`config.mk`:
```
export PLATFORM = sky130hd
export DESIGN_NAME = vga_subsys_top
export DESIGN_NICKNAME = d
export VERILOG_FILES = /design/src/hdl/vga_timing_pkg.sv /design/src/hdl/vga_check_pkg.sv /design/src/hdl/vga_if.sv /design/src/hdl/vga_sync_gen.sv /design/src/hdl/vga_pattern.sv /design/src/hdl/vga_timing_checker.sv /design/src/hdl/vga_check_status.sv /design/src/hdl/vga_subsys_top.sv
export SDC_FILE = /design/constraint.sdc
export NUM_CORES = 1
export LEC_CHECK = 0
export ABC_CLOCK_PERIOD_IN_PS = 5400
export BUFFER_PORTS_ARGS = -buffer_cell sky130_fd_sc_hd__buf_2
export CORE_MARGIN = 1
export CORE_UTILIZATION = 35
export CTS_CLUSTER_DIAMETER = 80
export DETAILED_ROUTE_END_ITERATION = 10
export GPL_TIMING_DRIVEN = 0
export SLEW_MARGIN = 20
export SYNTH_ARGS = -nofsm -noshare
export SYNTH_HDL_FRONTEND = slang
export SYNTH_SLANG_ARGS = --single-unit
```
`constraint.sdc`:
```
create_clock -name clk -period 5.4 [get_ports clk]
set_clock_uncertainty 0.05 [all_clocks]
set_input_delay 1.35 -clock clk [delete_from_list [all_inputs] [get_ports clk]]
set_output_delay 1.35 -clock clk [all_outputs]
set_load 0.1 [all_outputs]
```
`src/hdl/vga_timing_pkg.sv`:
```
package vga_timing_pkg;

  // 640x480 at 60 Hz, one clock per pixel
  // horizontal segments in pixels, line starts at hsync fall
  localparam int h_sync   = 96;
  localparam int h_bp     = 48;
  localparam int h_active = 640;
  localparam int h_fp     = 16;
  localparam int h_total  = h_sync + h_bp + h_active + h_fp;

  // first and one-past-last active pixel of a line
  localparam int h_act_start = h_sync + h_bp;
  localparam int h_act_end   = h_act_start + h_active;

  // vertical segments in lines, frame starts at vsync fall
  localparam int v_sync   = 2;
  localparam int v_bp     = 33;
  localparam int v_active = 480;
  localparam int v_fp     = 10;
  localparam int v_total  = v_sync + v_bp + v_active + v_fp;

  // first and one-past-last active line of a frame
  localparam int v_act_start = v_sync + v_bp;
  localparam int v_act_end   = v_act_start + v_active;

  // counter widths, 800 and 525 both fit in 10 bits
  localparam int h_cnt_w = 10;
  localparam int v_cnt_w = 10;

  // bits per colour channel
  localparam int color_w = 4;

  // test pattern opcodes
  typedef enum logic [1:0] {
    pat_bars  = 2'd0,
    pat_grid  = 2'd1,
    pat_solid = 2'd2,
    pat_off   = 2'd3
  } pattern_e;

endpackage

```
`src/hdl/vga_check_pkg.sv`:
```
package vga_check_pkg;
  import vga_timing_pkg::*;

  // receive-side lock states
  typedef enum logic [1:0] {
    st_wait_low  = 2'd0,
    st_wait_high = 2'd1,
    st_locked    = 2'd2
  } chk_state_e;

  // violation classes, flag bit k is code k+1
  typedef enum logic [2:0] {
    err_none         = 3'd0,
    err_hsync_width  = 3'd1,
    err_hsync_period = 3'd2,
    err_blank_color  = 3'd3,
    err_vsync_width  = 3'd4,
    err_vsync_period = 3'd5
  } err_code_e;

  // one sticky flag per non-zero code
  localparam int n_err_class = 5;

  // status counter width
  localparam int cnt_w = 16;

  // pixel clocks per frame need 19 bits
  localparam int frame_clk_w = $clog2(v_total * h_total + 1);

endpackage

```
`src/hdl/vga_if.sv`:
```
interface vga_if
  import vga_timing_pkg::*;
();

  // colour channels
  logic [color_w-1:0] r;
  logic [color_w-1:0] g;
  logic [color_w-1:0] b;

  // syncs, both active low
  logic hsync;
  logic vsync;

  // pattern stage side
  modport source (output r, g, b, hsync, vsync);

  // checker side
  modport sink (input r, g, b, hsync, vsync);

endinterface

```
`src/hdl/vga_sync_gen.sv`:
```
module vga_sync_gen
  import vga_timing_pkg::*;
(
  input  logic               clk,
  input  logic               arst_n,
  output logic [h_cnt_w-1:0] h_cnt,
  output logic [v_cnt_w-1:0] v_cnt,
  output logic               hsync_n,
  output logic               vsync_n,
  output logic               active,
  output logic [9:0]         x,
  output logic [8:0]         y
);

  logic [h_cnt_w-1:0] h_nxt;
  logic [v_cnt_w-1:0] v_nxt;
  logic               h_vis;
  logic               v_vis;
  logic               hsync_nxt;
  logic               vsync_nxt;
  logic               active_nxt;
  logic [9:0]         x_nxt;
  logic [8:0]         y_nxt;

  // next counter values
  always_comb begin
    h_nxt = h_cnt + 1'b1;
    v_nxt = v_cnt;
    // end of line
    if (h_cnt == h_cnt_w'(h_total - 1)) begin
      h_nxt = '0;
      // end of frame wraps the line counter too
      if (v_cnt == v_cnt_w'(v_total - 1)) begin
        v_nxt = '0;
      end else begin
        v_nxt = v_cnt + 1'b1;
      end
    end
  end

  // decode from the next counts so outputs line up with the counters
  always_comb begin
    // sync is the first segment of line and frame
    hsync_nxt = (h_nxt >= h_sync);
    vsync_nxt = (v_nxt >= v_sync);
    // visible window per axis
    h_vis = (h_nxt >= h_act_start) && (h_nxt < h_act_end);
    v_vis = (v_nxt >= v_act_start) && (v_nxt < v_act_end);
    active_nxt = h_vis && v_vis;
    // coordinates relative to the top left active pixel
    x_nxt = '0;
    y_nxt = '0;
    if (active_nxt) begin
      x_nxt = 10'(h_nxt - h_act_start);
      y_nxt = 9'(v_nxt - v_act_start);
    end
  end

  // counters and decoded levels, all registered
  always_ff @(posedge clk or negedge arst_n) begin
    if (!arst_n) begin
      // pixel 0 of line 0 is inside both sync pulses
      h_cnt   <= '0;
      v_cnt   <= '0;
      hsync_n <= 1'b0;
      vsync_n <= 1'b0;
      active  <= 1'b0;
      x       <= '0;
      y       <= '0;
    end else begin
      h_cnt   <= h_nxt;
      v_cnt   <= v_nxt;
      hsync_n <= hsync_nxt;
      vsync_n <= vsync_nxt;
      active  <= active_nxt;
      x       <= x_nxt;
      y       <= y_nxt;
    end
  end

endmodule

```
`src/hdl/vga_pattern.sv`:
```
module vga_pattern
  import vga_timing_pkg::*;
(
  input  logic                 clk,
  input  logic                 arst_n,
  input  logic                 cfg_strobe,
  input  pattern_e             cfg_pattern,
  input  logic [3*color_w-1:0] cfg_color,
  input  logic                 hsync_n,
  input  logic                 vsync_n,
  input  logic                 active,
  input  logic [9:0]           x,
  input  logic [8:0]           y,
  vga_if.source                vga
);

  pattern_e             pattern_q;
  logic [3*color_w-1:0] color_q;
  logic [3*color_w-1:0] rgb;
  logic [2:0]           bar;

  // eight vertical bars, 80 pixels wide
  assign bar = 3'(x / 10'd80);

  // configuration, picked up on the next pixel
  always_ff @(posedge clk or negedge arst_n) begin
    if (!arst_n) begin
      pattern_q <= pat_bars;
      color_q   <= '0;
    end else if (cfg_strobe) begin
      pattern_q <= cfg_pattern;
      color_q   <= cfg_color;
    end
  end

  // colour of the current pixel
  always_comb begin
    rgb = '0;
    if (active) begin
      case (pattern_q)
        // bar index bits drive r, g, b
        pat_bars:  rgb = {{color_w{bar[2]}}, {color_w{bar[1]}}, {color_w{bar[0]}}};
        // white lines every 32 pixels
        pat_grid:  rgb = (x[4:0] == 5'd0 || y[4:0] == 5'd0) ? '1 : '0;
        pat_solid: rgb = color_q;
        default:   rgb = '0;
      endcase
    end
  end

  // one stage for colour and syncs together
  always_ff @(posedge clk or negedge arst_n) begin
    if (!arst_n) begin
      vga.r     <= '0;
      vga.g     <= '0;
      vga.b     <= '0;
      vga.hsync <= 1'b0;
      vga.vsync <= 1'b0;
    end else begin
      {vga.r, vga.g, vga.b} <= rgb;
      vga.hsync <= hsync_n;
      vga.vsync <= vsync_n;
    end
  end

endmodule

```
`src/hdl/vga_timing_checker.sv`:
```
module vga_timing_checker
  import vga_timing_pkg::*;
  import vga_check_pkg::*;
(
  input  logic      clk,
  input  logic      arst_n,
  vga_if.sink       vga,
  output logic      locked,
  output logic      err_strobe,
  output err_code_e err_code,
  output logic      frame_strobe
);

  chk_state_e             state;
  logic                   hsync_q;
  logic                   vsync_q;
  logic                   h_fall;
  logic                   h_rise;
  logic                   v_fall;
  logic                   v_rise;
  logic [h_cnt_w-1:0]     h_pos;
  logic [h_cnt_w-1:0]     h_pos_cur;
  logic [frame_clk_w-1:0] v_pos;
  logic [frame_clk_w-1:0] v_pos_cur;
  logic                   line_ok;
  logic                   frame_ok;
  logic                   chk;
  logic                   in_blank;
  logic                   color_nz;
  err_code_e              err_nxt;

  assign locked = (state == st_locked);

  // lock sequence, first vsync pulse itself is not measured
  always_ff @(posedge clk or negedge arst_n) begin
    if (!arst_n) begin
      state <= st_wait_low;
    end else begin
      case (state)
        st_wait_low:  if (!vga.vsync) state <= st_wait_high;
        st_wait_high: if (vga.vsync) state <= st_locked;
        st_locked:    state <= st_locked;
        default:      state <= st_wait_low;
      endcase
    end
  end

  // edges and positions of the current sample
  always_comb begin
    h_fall = hsync_q & ~vga.hsync;
    h_rise = ~hsync_q & vga.hsync;
    v_fall = vsync_q & ~vga.vsync;
    v_rise = ~vsync_q & vga.vsync;
    // position restarts at the falling edge, holds at all ones if sync is lost
    if (h_fall) begin
      h_pos_cur = '0;
    end else if (&h_pos) begin
      h_pos_cur = h_pos;
    end else begin
      h_pos_cur = h_pos + 1'b1;
    end
    // frame position counts pixel clocks
    if (v_fall) begin
      v_pos_cur = '0;
    end else if (&v_pos) begin
      v_pos_cur = v_pos;
    end else begin
      v_pos_cur = v_pos + 1'b1;
    end
    chk      = (state == st_locked);
    in_blank = (h_pos_cur < h_act_start) || (h_pos_cur >= h_act_end);
    color_nz = |{vga.r, vga.g, vga.b};
  end

  // one code per cycle, sync errors take precedence over colour
  always_comb begin
    err_nxt = err_none;
    if (chk && line_ok && h_rise && h_pos_cur != h_cnt_w'(h_sync)) begin
      err_nxt = err_hsync_width;
    end else if (chk && line_ok && h_fall && h_pos != h_cnt_w'(h_total - 1)) begin
      err_nxt = err_hsync_period;
    end else if (chk && frame_ok && v_rise &&
                 v_pos_cur != frame_clk_w'(v_sync * h_total)) begin
      err_nxt = err_vsync_width;
    end else if (chk && frame_ok && v_fall &&
                 v_pos != frame_clk_w'(v_total * h_total - 1)) begin
      err_nxt = err_vsync_period;
    end else if (chk && (line_ok || h_fall) && in_blank && color_nz) begin
      err_nxt = err_blank_color;
    end
  end

  // sample history and measurement counters
  always_ff @(posedge clk or negedge arst_n) begin
    if (!arst_n) begin
      hsync_q  <= 1'b0;
      vsync_q  <= 1'b0;
      h_pos    <= '0;
      v_pos    <= '0;
      line_ok  <= 1'b0;
      frame_ok <= 1'b0;
    end else begin
      hsync_q <= vga.hsync;
      vsync_q <= vga.vsync;
      h_pos   <= h_pos_cur;
      v_pos   <= v_pos_cur;
      // a reference edge seen while locked arms each check
      if (chk && h_fall) begin
        line_ok <= 1'b1;
      end
      if (chk && v_fall) begin
        frame_ok <= 1'b1;
      end
    end
  end

  // strobes, one cycle after the deciding sample
  always_ff @(posedge clk or negedge arst_n) begin
    if (!arst_n) begin
      err_strobe   <= 1'b0;
      err_code     <= err_none;
      frame_strobe <= 1'b0;
    end else begin
      err_strobe   <= (err_nxt != err_none);
      err_code     <= err_nxt;
      // the rise that locks is not a counted frame
      frame_strobe <= chk && v_rise;
    end
  end

endmodule

```
`src/hdl/vga_check_status.sv`:
```
module vga_check_status
  import vga_check_pkg::*;
(
  input  logic                   clk,
  input  logic                   arst_n,
  input  logic                   err_strobe,
  input  err_code_e              err_code,
  input  logic                   frame_strobe,
  input  logic                   clear_strobe,
  output logic [cnt_w-1:0]       err_count,
  output logic [cnt_w-1:0]       frame_count,
  output logic [n_err_class-1:0] err_flags
);

  logic [n_err_class-1:0] err_hit;

  // one-hot of the reported class, code k+1 sets bit k
  always_comb begin
    err_hit = '0;
    for (int k = 0; k < n_err_class; k++) begin
      if (err_strobe && err_code == err_code_e'(k + 1)) begin
        err_hit[k] = 1'b1;
      end
    end
  end

  always_ff @(posedge clk or negedge arst_n) begin
    if (!arst_n) begin
      err_count   <= '0;
      frame_count <= '0;
      err_flags   <= '0;
    end else if (clear_strobe) begin
      // clear wins over a same-cycle strobe
      err_count   <= '0;
      frame_count <= '0;
      err_flags   <= '0;
    end else begin
      // saturate, never wrap back to zero
      if (err_strobe && !(&err_count)) begin
        err_count <= err_count + 1'b1;
      end
      // frames simply wrap
      if (frame_strobe) begin
        frame_count <= frame_count + 1'b1;
      end
      err_flags <= err_flags | err_hit;
    end
  end

endmodule

```
`src/hdl/vga_subsys_top.sv`:
```
module vga_subsys_top
  import vga_timing_pkg::*;
  import vga_check_pkg::*;
(
  input  logic                   clk,
  input  logic                   arst_n,
  input  logic                   cfg_strobe,
  input  pattern_e               cfg_pattern,
  input  logic [3*color_w-1:0]   cfg_color,
  input  logic                   clear_strobe,
  input  logic [color_w-1:0]     vga_in_r,
  input  logic [color_w-1:0]     vga_in_g,
  input  logic [color_w-1:0]     vga_in_b,
  input  logic                   vga_in_hsync,
  input  logic                   vga_in_vsync,
  output logic [color_w-1:0]     vga_r,
  output logic [color_w-1:0]     vga_g,
  output logic [color_w-1:0]     vga_b,
  output logic                   vga_hsync,
  output logic                   vga_vsync,
  output logic                   locked,
  output logic [cnt_w-1:0]       err_count,
  output logic [cnt_w-1:0]       frame_count,
  output logic [n_err_class-1:0] err_flags
);

  logic      hsync_n;
  logic      vsync_n;
  logic      active;
  logic [9:0] x;
  logic [8:0] y;
  logic      err_strobe;
  err_code_e err_code;
  logic      frame_strobe;

  // transmit and receive sides of the connector
  vga_if vga_tx ();
  vga_if vga_rx ();

  // raw counters are not needed at this level
  vga_sync_gen u_sync_gen (
    .clk     (clk),
    .arst_n  (arst_n),
    .h_cnt   (),
    .v_cnt   (),
    .hsync_n (hsync_n),
    .vsync_n (vsync_n),
    .active  (active),
    .x       (x),
    .y       (y)
  );

  vga_pattern u_pattern (
    .clk         (clk),
    .arst_n      (arst_n),
    .cfg_strobe  (cfg_strobe),
    .cfg_pattern (cfg_pattern),
    .cfg_color   (cfg_color),
    .hsync_n     (hsync_n),
    .vsync_n     (vsync_n),
    .active      (active),
    .x           (x),
    .y           (y),
    .vga         (vga_tx.source)
  );

  // output pins straight from the pattern register
  assign vga_r     = vga_tx.r;
  assign vga_g     = vga_tx.g;
  assign vga_b     = vga_tx.b;
  assign vga_hsync = vga_tx.hsync;
  assign vga_vsync = vga_tx.vsync;

  // loopback inputs into the receive bundle
  assign vga_rx.r     = vga_in_r;
  assign vga_rx.g     = vga_in_g;
  assign vga_rx.b     = vga_in_b;
  assign vga_rx.hsync = vga_in_hsync;
  assign vga_rx.vsync = vga_in_vsync;

  vga_timing_checker u_checker (
    .clk          (clk),
    .arst_n       (arst_n),
    .vga          (vga_rx.sink),
    .locked       (locked),
    .err_strobe   (err_strobe),
    .err_code     (err_code),
    .frame_strobe (frame_strobe)
  );

  vga_check_status u_status (
    .clk          (clk),
    .arst_n       (arst_n),
    .err_strobe   (err_strobe),
    .err_code     (err_code),
    .frame_strobe (frame_strobe),
    .clear_strobe (clear_strobe),
    .err_count    (err_count),
    .frame_count  (frame_count),
    .err_flags    (err_flags)
  );

endmodule

```
# ---- Word level (Yosys, flattened, before mapping)
# Cells that the tools add are included.
dict set report word_totals {
  output_inout_bits 52
  in_bits 32
  regBits 143
}
dict set report op_classes {
  div 1
  n_reduce_logical 41
  mux 30
  n_lt_le_gt_ge 8
  bitwise 9
  n_addsub 8
  eq_ne 17
}
# op n
set ops {}
lappend ops {{16-bit 2-to-1 mux} 4}
lappend ops {{10-bit 2-to-1 mux} 6}
lappend ops {{19-bit 2-to-1 mux} 2}
lappend ops {{12-bit one-hot mux with 3 select lines} 1}
lappend ops {{16-bit by 1-bit adder with 16-bit output (second input constant)} 2}
lappend ops {{10-bit by 1-bit adder with 10-bit output (second input constant)} 3}
lappend ops {{1-bit logical AND} 25}
lappend ops {{12-bit 2-to-1 mux} 2}
lappend ops {{10-bit equality test (second input constant)} 2}
lappend ops {{10-bit less-than comparator (second input constant)} 2}
lappend ops {{19-bit by 1-bit adder with 19-bit output (second input constant)} 1}
lappend ops {{19-bit by 11-bit inequality test with 1-bit output (second input constant)} 1}
lappend ops {{19-bit inequality test (second input constant)} 1}
lappend ops {{19-bit AND reduction} 1}
lappend ops {{16-bit AND reduction} 1}
lappend ops {{3-bit 2-to-1 mux} 4}
lappend ops {{12-bit OR reduction} 1}
lappend ops {{10-bit by 7-bit divider with 10-bit output (second input constant)} 1}
lappend ops {{10-bit >= comparator (second input constant)} 1}
lappend ops {{10-bit by 2-bit >= comparator with 1-bit output (second input constant)} 1}
lappend ops {{10-bit by 6-bit >= comparator with 1-bit output (second input constant)} 1}
lappend ops {{10-bit by 7-bit >= comparator with 1-bit output (second input constant)} 1}
lappend ops {{10-bit by 8-bit >= comparator with 1-bit output (second input constant)} 1}
lappend ops {{5-bit zero test} 2}
lappend ops {{25 further kinds} 47}

# ---- Logic depth before layout (Yosys ltp)
# Gate-level depths: netlist (run 1).
dict set report depth {
  ltp_word 13
  ltp_mapped 13
}

# ---- By module
# Synthesis (run 1) repeated with hierarchy kept, for this count alone.
dict set report hier_totals {
  hier_cells 816
  area_unflattened_um2 7925.1
}
# module instances seq_area_each_um2 area_per_inst_um2 cells_each
set modules_own_cells {}
lappend modules_own_cells {vga_timing_checker 1 1001.0 2454.9 273}
lappend modules_own_cells {vga_sync_gen 1 1051.0 2232.1 233}
lappend modules_own_cells {vga_check_status 1 925.9 1904.3 197}
lappend modules_own_cells {vga_pattern 1 700.7 1333.8 113}

# ---- Worst setup path before layout (run 1)
# No wires, ideal clock.
dict set report synth_timing {
  path_type {register to register}
  from {register u_sync_gen.h_cnt[0]}
  to {register u_sync_gen.y[0]}
  n_path_buf 3
  path_stages_with_launch 14
  arrival_ps 2815
  t_required_ps 5209
  synth_period_minus_slack_ps 3006
  setup_slack_ps 2394
  cell_sequence {dfrtp_1 > ha_1 > and4_1 > buf_4 > and3_1 > buf_4 > nand3_1 > o21ai_0 > ha_1 > nor4_4 > a211oi_1 > nor3_4 > buf_6 > nor3_2}
}
dict set report synth_between {
  elab_chain_cells 6
  word_cells_on_any_way 13
  classes_between {add/sub: 2; order compare: 4; eq/ne: 1; mux: 3; reduce/logical: 3}
}
# item line_no
set synth_lines {}
lappend synth_lines {{start, declared} vga_sync_gen.sv:6} ;# output logic [h_cnt_w-1:0] h_cnt,
lappend synth_lines {{start signal, assigned} vga_sync_gen.sv:71} ;# h_cnt <= h_nxt;
lappend synth_lines {{10-bit equality test (*)} vga_sync_gen.sv:30} ;# if (h_cnt == h_cnt_w'(h_total - 1)) begin
lappend synth_lines {{10-bit 2-to-1 mux (*)} vga_sync_gen.sv:30}
lappend synth_lines {{via u_sync_gen.v_nxt[0]} vga_sync_gen.sv:16} ;# logic [v_cnt_w-1:0] v_nxt;
lappend synth_lines {{10-bit by 6-bit >= comparator with 1-bit output / 10-bit less-than comparator (equally long branches)} vga_sync_gen.sv:48} ;# v_vis = (v_nxt >= v_act_start) && (v_nxt < v_act_end);
lappend synth_lines {{1-bit logical AND} vga_sync_gen.sv:48}
lappend synth_lines {{1-bit logical AND} vga_sync_gen.sv:49} ;# active_nxt = h_vis && v_vis;
lappend synth_lines {{5-bit 2-to-1 mux (*)} vga_sync_gen.sv:53} ;# if (active_nxt) begin
lappend synth_lines {{via u_sync_gen.y_nxt[0]} vga_sync_gen.sv:23} ;# logic [8:0] y_nxt;
lappend synth_lines {{end signal, assigned} vga_sync_gen.sv:77} ;# y <= y_nxt;
lappend synth_lines {{end, declared} vga_sync_gen.sv:12} ;# output logic [8:0] y
# Mark *: on every way through the listed nets, which the timed path passes. The rest lies on a longest branch.
# A chain may end at the register's enable or synchronous reset.

# ---- Worst setup path in the final report (run 1)
dict set report layout_timing {
  from {register u_sync_gen.h_cnt[0]}
  to {register u_sync_gen.x[8]}
}
dict set report layout_between {
  elab_chain_cells 6
  word_cells_on_any_way 13
  classes_between {add/sub: 2; order compare: 4; eq/ne: 1; mux: 3; reduce/logical: 3}
}
# item line_no
set layout_lines {}
lappend layout_lines {{10-bit equality test (*)} vga_sync_gen.sv:30}
lappend layout_lines {{10-bit 2-to-1 mux (*)} vga_sync_gen.sv:30}
lappend layout_lines {{via u_sync_gen.v_nxt[0]} vga_sync_gen.sv:16}
lappend layout_lines {{10-bit by 6-bit >= comparator with 1-bit output / 10-bit less-than comparator (equally long branches)} vga_sync_gen.sv:48}
lappend layout_lines {{1-bit logical AND (*)} vga_sync_gen.sv:48}
lappend layout_lines {{1-bit logical AND (*)} vga_sync_gen.sv:49}
lappend layout_lines {{10-bit 2-to-1 mux (*)} vga_sync_gen.sv:53}
lappend layout_lines {{via u_sync_gen.x_nxt[8]} vga_sync_gen.sv:22} ;# logic [9:0] x_nxt;
lappend layout_lines {{end signal, assigned} vga_sync_gen.sv:76} ;# x <= x_nxt;
lappend layout_lines {{end, declared} vga_sync_gen.sv:11} ;# output logic [9:0] x,
# Marks and branches as above.

==> flow_metrics.py, run 1 <==
metrics = {
    "setup_path": {
        "cp_max_fo": 10,
        "critical_path.max_stage_delay_ns": 0.44,
        "cp.required_ns": 5.64,
        "critical_path_class": "reg -> reg",
        "cp-start-kind": "flop",
        "crit_chain": "ha_1, and4_1, buf_4, and3_1, buf_4, nand3_1, o21ai_0, ha_1, nor4_4, a211oi_1, nor3_4, buf_6, nor3_2",
        "worstSetupEndpointType": "flop",
        "path_buf_inv": 3,
        "cp_slowest_cell": "dfrtp_1",
        "path_delay_family": "simple AND/OR/NAND/NOR gates",
        "arrival_ns": 3.59,
    },
    "floorplan": {
        "pin_count": 84,
        "rows": 52,
        "coreArea_um2": 20500,
        "die_h_um": 148,
        "die_w_um": 148,
        "initial_core_util": 0.362,
        "die-area_um2": 21800,
    },
    "synthesis": {
        "async_flop_share": 1.00,
        "synth_nets": 802,
        "syn_avg_cell_area_um2": 9.85,
        "netlist_top_cells_area": "dfrtp_1 48%, xor2_1 4.0%, nor2_1 3.6%",
        "ys_seq_area_frac": 0.483,
        "yosysTopAreaCell": "dfrtp_1",
        "ys_warn_count": 0,
        "syn_area_um2": 7420,
        "yosys_most_used_dff": "dfrtp_1",
        "netlist_instances": 753,
        "ys_ff_latch": 143,
        "ys_types": 70,
        "synth_edf_count": 0,
        "synth_top_area_share": 0.483,
    },
    "global_route": {
        "grt_pass1_wl_um": 27100,
        "overflow": 0,
        "grt_start_max_net_pins": 86,
        "track_usage": 0.155,
        "antenna_found_initial": 0,
        "grt_pass1_vias": 5515,
    },
    "clock_tree": {
        "cts-root-buf": "clkbuf_16",
        "htree_num_levels": 4,
        "clock_sinks": 143,
        "cts_setup_buffers": 0,
        "clkTransAtPathRegs_ns": 0.06,
        "cts_buffer_depth": 2,
        "cts_resized": 0,
        "ctsHoldBuffers": 0,
        "cts_tree": "built",
        "worstSkewPairLatency_ns": 0.42,
        "cts-buffers-inserted": 17,
    },
    "finish": {
        "seqCellArea_um2": 3580,
        "syn_to_final_growth_pct": 18.0,
        "design_area_um2": 8750,
        "fin_nets": 904,
        "drive_gt1_frac": 0.187,
        "diodes": 0,
        "multi_input_area_um2": 3610,
        "fillers": 1985,
        "final_util": 0.427,
    },
    "placed_design": {
        "io_buffers": 82,
        "dpl_cell_area_um2": 8200,
        "globalplace.congestion": 0.862,
        "dp_hpwl_um": 11300,
    },
    "pwr": {
        "swShare": 0.318,
        "cellLeakagePower_nw": 3.96,
        "power.share.sequential": 0.435,
        "comb_power_share": 0.170,
        "p_switching_w": 0.000889,
        "power_w": 0.00279,
        "ir_drop_mv": 0.188,
        "power.internal_w": 0.00190,
        "pwr_density_cell_nw_per_um2": 319,
        "clkPwrFrac": 0.395,
    },
    "routing": {
        "drtIter0Drc": 349,
        "vias_per_cell": 5.16,
        "wl_per_cell_um": 14.1,
        "ant_nets": 0,
        "drc": 0,
        "first_pass_iters": 7,
        "drt-total-wl_um": 16000,
        "vias": 5870,
    },
    "sta": {
        "max_slew_margin": 0.548,
        "min_period_ns": 3.35,
        "setup_violations": 0,
        "grt_setup_unrepaired": "no",
        "finalCritPeriodShare": 0.620,
        "hold_violations": 0,
        "fin_setup_tns_ns": 0,
        "worst_pin_slew_ns": 0.673,
        "fmax_mhz": 299,
        "drv_slew": 0,
    },
    "status": {
        "outcome": "complete, no violations",
    },
    "job": {
        "drv_cap": 0,
    },
    "hold_path": {
        "hp-class": "reg -> reg",
    },
}
[routing by layer]
layer	GRT usage	wire length [µm]	vias up
li1	-	-	2923
met1	0.218	7930	2789
met2	0.233	7180	146
met3	0.0370	764	12
met4	0.0500	122	0
met5	0	0	-
[placed cells by master, fill, tap and decap left out, types with 4 or more instances in the layout]
| master | n |
|---|---|
| dfrtp_1 | 143 |
| buf_2 | 85 |
| nor2_1 | 72 |
| nand2_1 | 71 |
| a21oi_1 | 40 |
| nand3_1 | 36 |
| xor2_1 | 34 |
| inv_1 | 27 |
| nand4_1 | 26 |
| nor3_1 | 24 |
| xnor2_1 | 23 |
| o21ai_0 | 17 |
| ha_1 | 17 |
| clkbuf_16 | 17 |
| clkbuf_1 | 16 |
| a31oi_1 | 14 |
| mux2_2 | 14 |
| and3_1 | 13 |
| nor4_1 | 11 |
| nor3_2 | 10 |
| and4_1 | 9 |
| nor2b_1 | 9 |
| a211oi_1 | 9 |
| nand2b_1 | 8 |
| and2_1 | 6 |
| or2_2 | 6 |
| inv_6 | 6 |
| o21a_1 | 5 |
| a41oi_1 | 5 |
| mux2i_1 | 5 |
| or3_1 | 4 |
| nor3b_1 | 4 |
| o31a_1 | 4 |
[area by class of cell]
type | instances | area share
plain buffers | 26 | 0.0147
clock buffers | 20 | 0.0511
clock inverters | 11 | 0.0114
inverters | 27 | 0.0116
multi-input cells | 557 | 0.412
flip-flops and latches | 143 | 0.409
well taps | 270 | 0.0386
repair buffers | 83 | 0.0512
[flip-flops by register name, indices dropped and copies added (netlist names), 2 cells and up]
signal and flops:
u_pattern.vga.g 4, u_pattern.color_q 12, u_checker.state 2, u_checker.h_pos 10
u_status.err_flags 5, u_checker.err_code 3, u_status.err_count 16, u_pattern.pattern_q 2
u_sync_gen.x 10, u_status.frame_count 16, u_sync_gen.h_cnt 10, u_checker.v_pos 19
u_pattern.vga.r 4, u_pattern.vga.b 4, u_sync_gen.y 5, u_sync_gen.v_cnt 10
[through the flow]
step           instances  hold WS (ns)  setup WS, ns
2_1_floorplan        753         0.281          2.39
3_3_place_gp        1105         0.283         0.801
3_5_place_dp        1106         0.287          1.97
4_1_cts             1137         0.295          2.01
5_1_grt             1137         0.299          1.75
6_report            1137         0.294          2.05
[power by group through the flow]
stage | Clock [W] | Combinational (W) | Sequential (W)
final | 0.00110 | 0.000476 | 0.00121
after global routing | 0.00118 | 0.000526 | 0.00122
after CTS | 0.00114 | 0.000480 | 0.00121
after detailed placement | 0 | 0.000478 | 0.00123
after global placement | 0 | 0.000467 | 0.00123
after floorplan | 0 | 0.000268 | 0.00131
[logic make-up (layout without fill, tap and decap cells)]
group,count (synthesis),count (layout),synth area share
compound gates,134,134,0.121
xor+xnor,57,57,0.0673
fa+ha+maj,17,17,0.0287
buf+inv,53,167,0.0310
flops,143,143,0.483
mux,19,19,0.0280
simple gates,330,330,0.241
[cells in the mapped netlist (all sizes together), types with 3 or more instances]
master / n
a211oi: 9
a21o: 3
a21oi: 40
a31o: 4
a31oi: 14
a41o: 3
a41oi: 5
and2: 7
and3: 13
and4: 9
buf: 12
clkbuf: 14
dfrtp: 143
ha: 17
inv: 27
mux2: 14
mux2i: 5
nand2: 71
nand2b: 8
nand3: 37
nand3b: 3
nand4: 26
nor2: 72
nor2b: 9
nor3: 35
nor3b: 5
nor4: 13
nor4b: 3
o211ai: 3
o21a: 5
o21ai: 19
o21bai: 3
o31a: 4
o31ai: 3
or2: 7
or3: 4
or4: 3
xnor2: 23
xor2: 34
[path summary, 6_finish.rpt]
| check | start | to | slack [ns] | cells after the start |
|---|---|---|---|---|
| min in group asynchronous | arst_n | u_checker.hsync_q | 0.80 | 1 |
| hold / removal | u_sync_gen.vsync_n | u_pattern.vga.vsync | 0.29 | 0 |
| setup / recovery | u_sync_gen.h_cnt[0] | u_sync_gen.x[8] | 2.05 | 13 |
| setup reg to reg | u_sync_gen.h_cnt[0] | u_sync_gen.x[8] | 2.05 | 13 |
| hold reg to reg | u_sync_gen.vsync_n | u_pattern.vga.vsync | 0.29 | 0 |
| max in group asynchronous | arst_n | u_sync_gen.v_cnt[8] | 3.73 | 2 |
[worst reg2reg max path, stage by stage, from the launching register on]
cell and delay, ns:
dfrtp_1 0.44, ha_1 0.28, and4_1 0.22, buf_4 0.16
and3_1 0.14, buf_4 0.16, nand3_1 0.08, o21ai_0 0.23
ha_1 0.34, nor4_4 0.35, a211oi_1 0.16, nor3_4 0.33
buf_6 0.22, nor3_2 0.06
(Power assumes the default switching activity.)
==> run 2: changes to the inputs <==
ABC_CLOCK_PERIOD_IN_PS = 3400   (was 5400)
clock period = 3.4 ns   (was 5.4 ns; I/O delays follow)
==> run 2 against run 1 <==
- sequential share of layout area hardly changed
- clock-buffer cell count stayed put
- first-iteration DRC count is 10% lower
- setup slack worse by 1.8 ns
- fmax is 7.1% higher
- non-clock buffer count is 1 higher
- hold slack hardly changed
- largest cell class unchanged
- highest routed layer unchanged
==> flow_metrics.py, run 2 (same netlist as run 1, synthesis figures left out) <==
metrics = {
    "routing": {
        "drtIter0Drc": 313,
        "drc": 0,
        "drt-total-wl_um": 16100,
        "first_pass_iters": 6,
        "vias": 5874,
        "ant_nets": 0,
        "wl_per_cell_um": 14.1,
        "vias_per_cell": 5.16,
    },
    "clock_tree": {
        "cts-buffers-inserted": 17,
        "cts-root-buf": "clkbuf_16",
        "ctsHoldBuffers": 0,
        "cts_tree": "built",
        "worstSkewPairLatency_ns": 0.42,
        "cts_buffer_depth": 2,
        "clock_sinks": 143,
        "clkTransAtPathRegs_ns": 0.06,
        "htree_num_levels": 4,
    },
    "sta": {
        "fmax_mhz": 320,
        "hold_violations": 0,
        "worst_pin_slew_ns": 0.674,
        "drv_slew": 0,
        "min_period_ns": 3.13,
        "setup_violations": 0,
        "finalCritPeriodShare": 0.920,
        "grt_setup_unrepaired": "no",
        "max_slew_margin": 0.547,
        "setup_ws_ns": 0.273,
    },
    "global_route": {
        "grt_start_max_net_pins": 86,
        "antenna_found_initial": 0,
        "overflow": 0,
        "grt_pass1_wl_um": 27100,
        "grt_pass1_vias": 5515,
        "track_usage": 0.155,
    },
    "floorplan": {
        "coreArea_um2": 20500,
        "die-area_um2": 21800,
        "die_h_um": 148,
        "initial_core_util": 0.362,
        "rows": 52,
        "pin_count": 84,
        "die_w_um": 148,
    },
    "setup_path": {
        "critical_path.max_stage_delay_ns": 0.44,
        "cp_slowest_cell": "dfrtp_1",
        "cp_max_fo": 10,
        "path_buf_inv": 3,
        "critical_path_class": "reg -> reg",
        "rr_endpoint": "u_sync_gen.x[8]",
        "worstReg2RegStart": "u_sync_gen.h_cnt[0]",
        "path_delay_family": "simple AND/OR/NAND/NOR gates",
        "arrival_ns": 3.37,
        "worstSetupEndpointType": "flop",
        "cp-start-kind": "flop",
        "worst-r2r-setup-slack_ns": 0.27,
        "cp.required_ns": 3.64,
        "crit_path_start": "u_sync_gen.h_cnt[0]",
        "crit_chain": "ha_1, and4_1, buf_4, and3_1, buf_4, nand3_1, o21ai_1, ha_1, nor4_4, a211oi_1, nor3_4, buf_6, nor3_2",
        "ff2ff_path_depth": 13,
    },
    "finish": {
        "seqCellArea_um2": 3580,
        "fin_nets": 905,
        "final_cell_mix": "143 x dfrtp_1, 85 x buf_2, 72 x nor2_1",
        "syn_to_final_growth_pct": 18.1,
        "largest_reg_flops": 19,
        "regMostFlops": "u_checker.v_pos",
        "final_common_cell": "dfrtp_1",
        "design_area_um2": 8760,
        "drive_gt1_frac": 0.188,
        "multi_input_area_um2": 3610,
        "fillers": 1984,
        "diodes": 0,
        "reg_top3": "u_checker.v_pos: 19 flops, u_status.err_count: 16 flops, u_status.frame_count: 16 flops",
    },
    "pwr": {
        "power.share.sequential": 0.435,
        "power.internal_w": 0.00302,
        "ir_drop_mv": 0.299,
        "p_switching_w": 0.00141,
        "power_w": 0.00443,
        "comb_power_share": 0.171,
        "swShare": 0.319,
        "clkPwrFrac": 0.395,
        "pwr_density_cell_nw_per_um2": 506,
        "cellLeakagePower_nw": 3.97,
    },
    "placed_design": {
        "place_ws_ns": 0.0175,
        "dp_hpwl_um": 11300,
        "io_buffers": 82,
        "globalplace.congestion": 0.862,
        "dpl_cell_area_um2": 8200,
    },
    "status": {
        "outcome": "complete, no violations",
    },
    "job": {
        "drv_cap": 0,
    },
    "hold_path": {
        "hold_depth": 0,
        "min_from": "u_sync_gen.vsync_n",
        "hp-class": "reg -> reg",
        "min_to": "u_pattern.vga.vsync",
    },
}
run 2: cell types whose count changed in the layout (fill, tap and decap cells not counted):
cell     previous run  this run
buf_4               3         4
o21ai_0            17        15
o21ai_1             1         3
run 2: how the worst max path moves through the flow:
| stage | depth (start not counted) | slack, ns | endpoint |
|---|---|---|---|
| CTS | 13 | 0.01 | u_sync_gen.x[8] |
| global placement | 1 | -0.70 | u_pattern.vga.b[1] |
| finish | 13 | 0.27 | u_sync_gen.x[8] |
| floorplan | 13 | 0.39 | u_sync_gen.y[0] |
| global route | 13 | 0.01 | u_sync_gen.x[9] |
| detailed placement | 13 | 0.02 | u_sync_gen.y[0] |
run 2: timing repair:
action,4_1_cts,5_1_grt
endpoints found under the hold margin,0,0
gates resized for setup,0,2
setup endpoints to repair,0,16
buffers inserted,0,1
run 2: area by class of cell:
type | count | share of cell area
Clock inverter | 11 | 0.0114
Multi-Input combinational cell | 557 | 0.412
Clock buffer | 20 | 0.0510
Inverter | 27 | 0.0116
Timing Repair Buffer | 84 | 0.0520
Buffer | 26 | 0.0147
Sequential cell | 143 | 0.409
Tap cell | 270 | 0.0386
run 2: metrics by stage:
stage               hold WS [ns]  TNS (ns)  cells  utilization
CTS                        0.295         0   1137        0.427
global placement           0.283    -97.65   1105        0.398
floorplan                  0.281         0    753            -
global route               0.299         0   1138        0.427
finish                     0.294         0   1138        0.427
detailed placement         0.287         0   1106        0.400
run 2: layer usage:
metal | up-vias | track usage | part of all wire
met5 | - | 0 | 0
met1 | 2801 | 0.218 | 0.50
li1 | 2924 | - | -
met3 | 15 | 0.0370 | 0.045
met2 | 134 | 0.233 | 0.45
met4 | 0 | 0.0500 | 0.010
run 2: power by group through the flow:
| stage | logic, W | clock network (W) | registers, W |
|---|---|---|---|
| 2_1_floorplan | 0.000425 | 0 | 0.00207 |
| 3_3_place_gp | 0.000741 | 0 | 0.00196 |
| 3_5_place_dp | 0.000759 | 0 | 0.00196 |
| 4_1_cts | 0.000763 | 0.00180 | 0.00193 |
| 5_1_grt | 0.000835 | 0.00187 | 0.00194 |
| 6_report | 0.000756 | 0.00175 | 0.00193 |
run 2: worst register-to-register path: cells and delay by family (launching register included):
kind                       cells  cell delay [ns]
AOI/OAI and AO/OA              2             0.32
and+or+nand+nor                6             1.09
DFF                            1             0.44
adders and majority gates      2             0.58
buffers and inverters          3             0.54
==> run 3: changes to the inputs <==
ABC_CLOCK_PERIOD_IN_PS = 3580   (was 3400)
clock period = 3.58 ns   (was 3.4 ns; I/O delays follow)
==> run 3 against run 2 <==
- final cell count is the same
- register-to-register slack better by 0.05 ns
- clock power down 5%
- final area stayed put
- critical path type unchanged
- fmax is 4.1% lower
- combinational power down 5.0%
- via count stayed put
- sequential power fell by 5%
- global-route usage is the same
==> flow_metrics.py, run 3 (same netlist as run 1, synthesis figures left out) <==
metrics = {
    "clock_tree": {
        "htree_num_levels": 4,
        "clkTransAtPathRegs_ns": 0.06,
        "cts-root-buf": "clkbuf_16",
        "worstSkewPairLatency_ns": 0.42,
        "clock_sinks": 143,
        "cts_buffer_depth": 2,
        "cts-buffers-inserted": 17,
        "cts_tree": "built",
        "cts_resized": 0,
    },
    "floorplan": {
        "coreArea_um2": 20500,
        "pin_count": 84,
        "die_h_um": 148,
        "initial_core_util": 0.362,
        "die-area_um2": 21800,
        "die_w_um": 148,
        "rows": 52,
    },
    "finish": {
        "drive_gt1_frac": 0.188,
        "syn_to_final_growth_pct": 18.1,
        "fin_nets": 905,
        "regMostFlops": "u_checker.v_pos",
        "final_common_cell": "dfrtp_1",
        "final_cell_mix": "143 x dfrtp_1, 85 x buf_2, 72 x nor2_1",
        "diodes": 0,
        "largest_reg_flops": 19,
        "reg_top3": "u_checker.v_pos: 19 flops, u_status.err_count: 16 flops, u_status.frame_count: 16 flops",
        "final_util": 0.427,
    },
    "setup_path": {
        "critical_path_class": "reg -> reg",
        "worstSetupEndpointType": "flop",
        "cp-start-kind": "flop",
        "ff2ff_path_depth": 12,
        "arrival_ns": 3.50,
        "cp.required_ns": 3.82,
        "cp_max_fo": 10,
    },
    "sta": {
        "finalCritPeriodShare": 0.911,
        "max_slew_margin": 0.547,
        "grt_setup_unrepaired": "no",
        "fmax_mhz": 307,
        "whs_ns": 0.294,
        "worst_pin_slew_ns": 0.674,
        "min_period_ns": 3.26,
        "drv_slew": 0,
        "hold_violations": 0,
        "setup_violations": 0,
    },
    "global_route": {
        "grt_pass1_wl_um": 27100,
        "overflow": 0,
        "grt_pass1_vias": 5515,
        "antenna_found_initial": 0,
        "track_usage": 0.155,
        "grt_start_max_net_pins": 86,
    },
    "hold_path": {
        "hp-class": "reg -> reg",
        "hold_depth": 0,
    },
    "routing": {
        "vias_per_cell": 5.16,
        "vias": 5874,
        "drtIter0Drc": 311,
        "ant_nets": 0,
        "wl_per_cell_um": 14.1,
        "drc": 0,
        "drt-total-wl_um": 16100,
        "first_pass_iters": 4,
    },
    "pwr": {
        "cellLeakagePower_nw": 3.96,
        "pwr_density_cell_nw_per_um2": 481,
        "power_w": 0.00421,
        "ir_drop_mv": 0.284,
    },
    "placed_design": {
        "dp_hpwl_um": 11300,
        "globalplace.congestion": 0.862,
        "io_buffers": 82,
    },
    "status": {
        "outcome": "complete, no violations",
    },
    "job": {
        "drv_cap": 0,
    },
}
## run 3: cell counts in the layout (fill, tap and decap cells not counted)
Identical to the previous run, type by type.
## run 3: what timing repair did
item                                   4_1_cts  5_1_grt
hold buffers                                 0        0
setup endpoints to repair                    0       10
endpoints found under the hold margin        0        0
setup buffers                                0        1
## run 3: final cells by class
cell class	instances	area (µm²)
clock inverters	11	100
fillers	1984	11700
inverters	27	101
well taps	270	338
clock buffers	20	447
repair buffers	84	455
flip-flops and latches	143	3580
multi-input cells	557	3610
plain buffers	26	129
## run 3: path summary, 6_finish.rpt
kind	start	endpoint	slack [ns]
setup / recovery	u_sync_gen.h_cnt[0]	u_sync_gen.x[8]	0.32
hold / removal	u_sync_gen.vsync_n	u_pattern.vga.vsync	0.29
setup reg to reg	u_sync_gen.h_cnt[0]	u_sync_gen.x[8]	0.32
hold reg to reg	u_sync_gen.vsync_n	u_pattern.vga.vsync	0.29
max in group asynchronous	arst_n	u_sync_gen.v_cnt[8]	2.37
min in group asynchronous	arst_n	u_checker.hsync_q	0.34
## run 3: where the power goes
group / leakage, nW / internal, W / switching (W)
Clock: 0.267 / 0.000925 / 0.000736
Combinational: 1.78 / 0.000223 / 0.000495
Sequential: 1.92 / 0.00172 / 0.000110
Total: 3.96 / 0.00287 / 0.00134
## run 3: worst max-delay path: stages, from the launching register on
cell,delay (ns)
dfrtp_1,0.44
ha_1,0.28
and4_1,0.22
buf_4,0.16
and3_1,0.14
buf_4,0.17
o21ai_0,0.49
ha_1,0.35
nor4_4,0.08
and4b_1,0.23
nor3_4,0.27
buf_6,0.21
nor3_2,0.06
## run 3: routing by layer
layer,GRT usage,vias up,wire [µm]
li1,-,2926,-
met5,0,-,0
met1,0.218,2797,8010
met2,0.233,136,7150
met3,0.0370,15,723
met4,0.0500,0,167
## run 3: per-stage QoR
stage	area, µm²	setup slack, ns	instances	TNS, ns
after floorplan	7420	0.574	753	0
after global placement	8160	-0.564	1105	-78.34
after detailed placement	8200	0.198	1106	0
after CTS	8750	0.190	1137	0
after global routing	8760	0.0377	1138	0
final	8760	0.318	1138	0
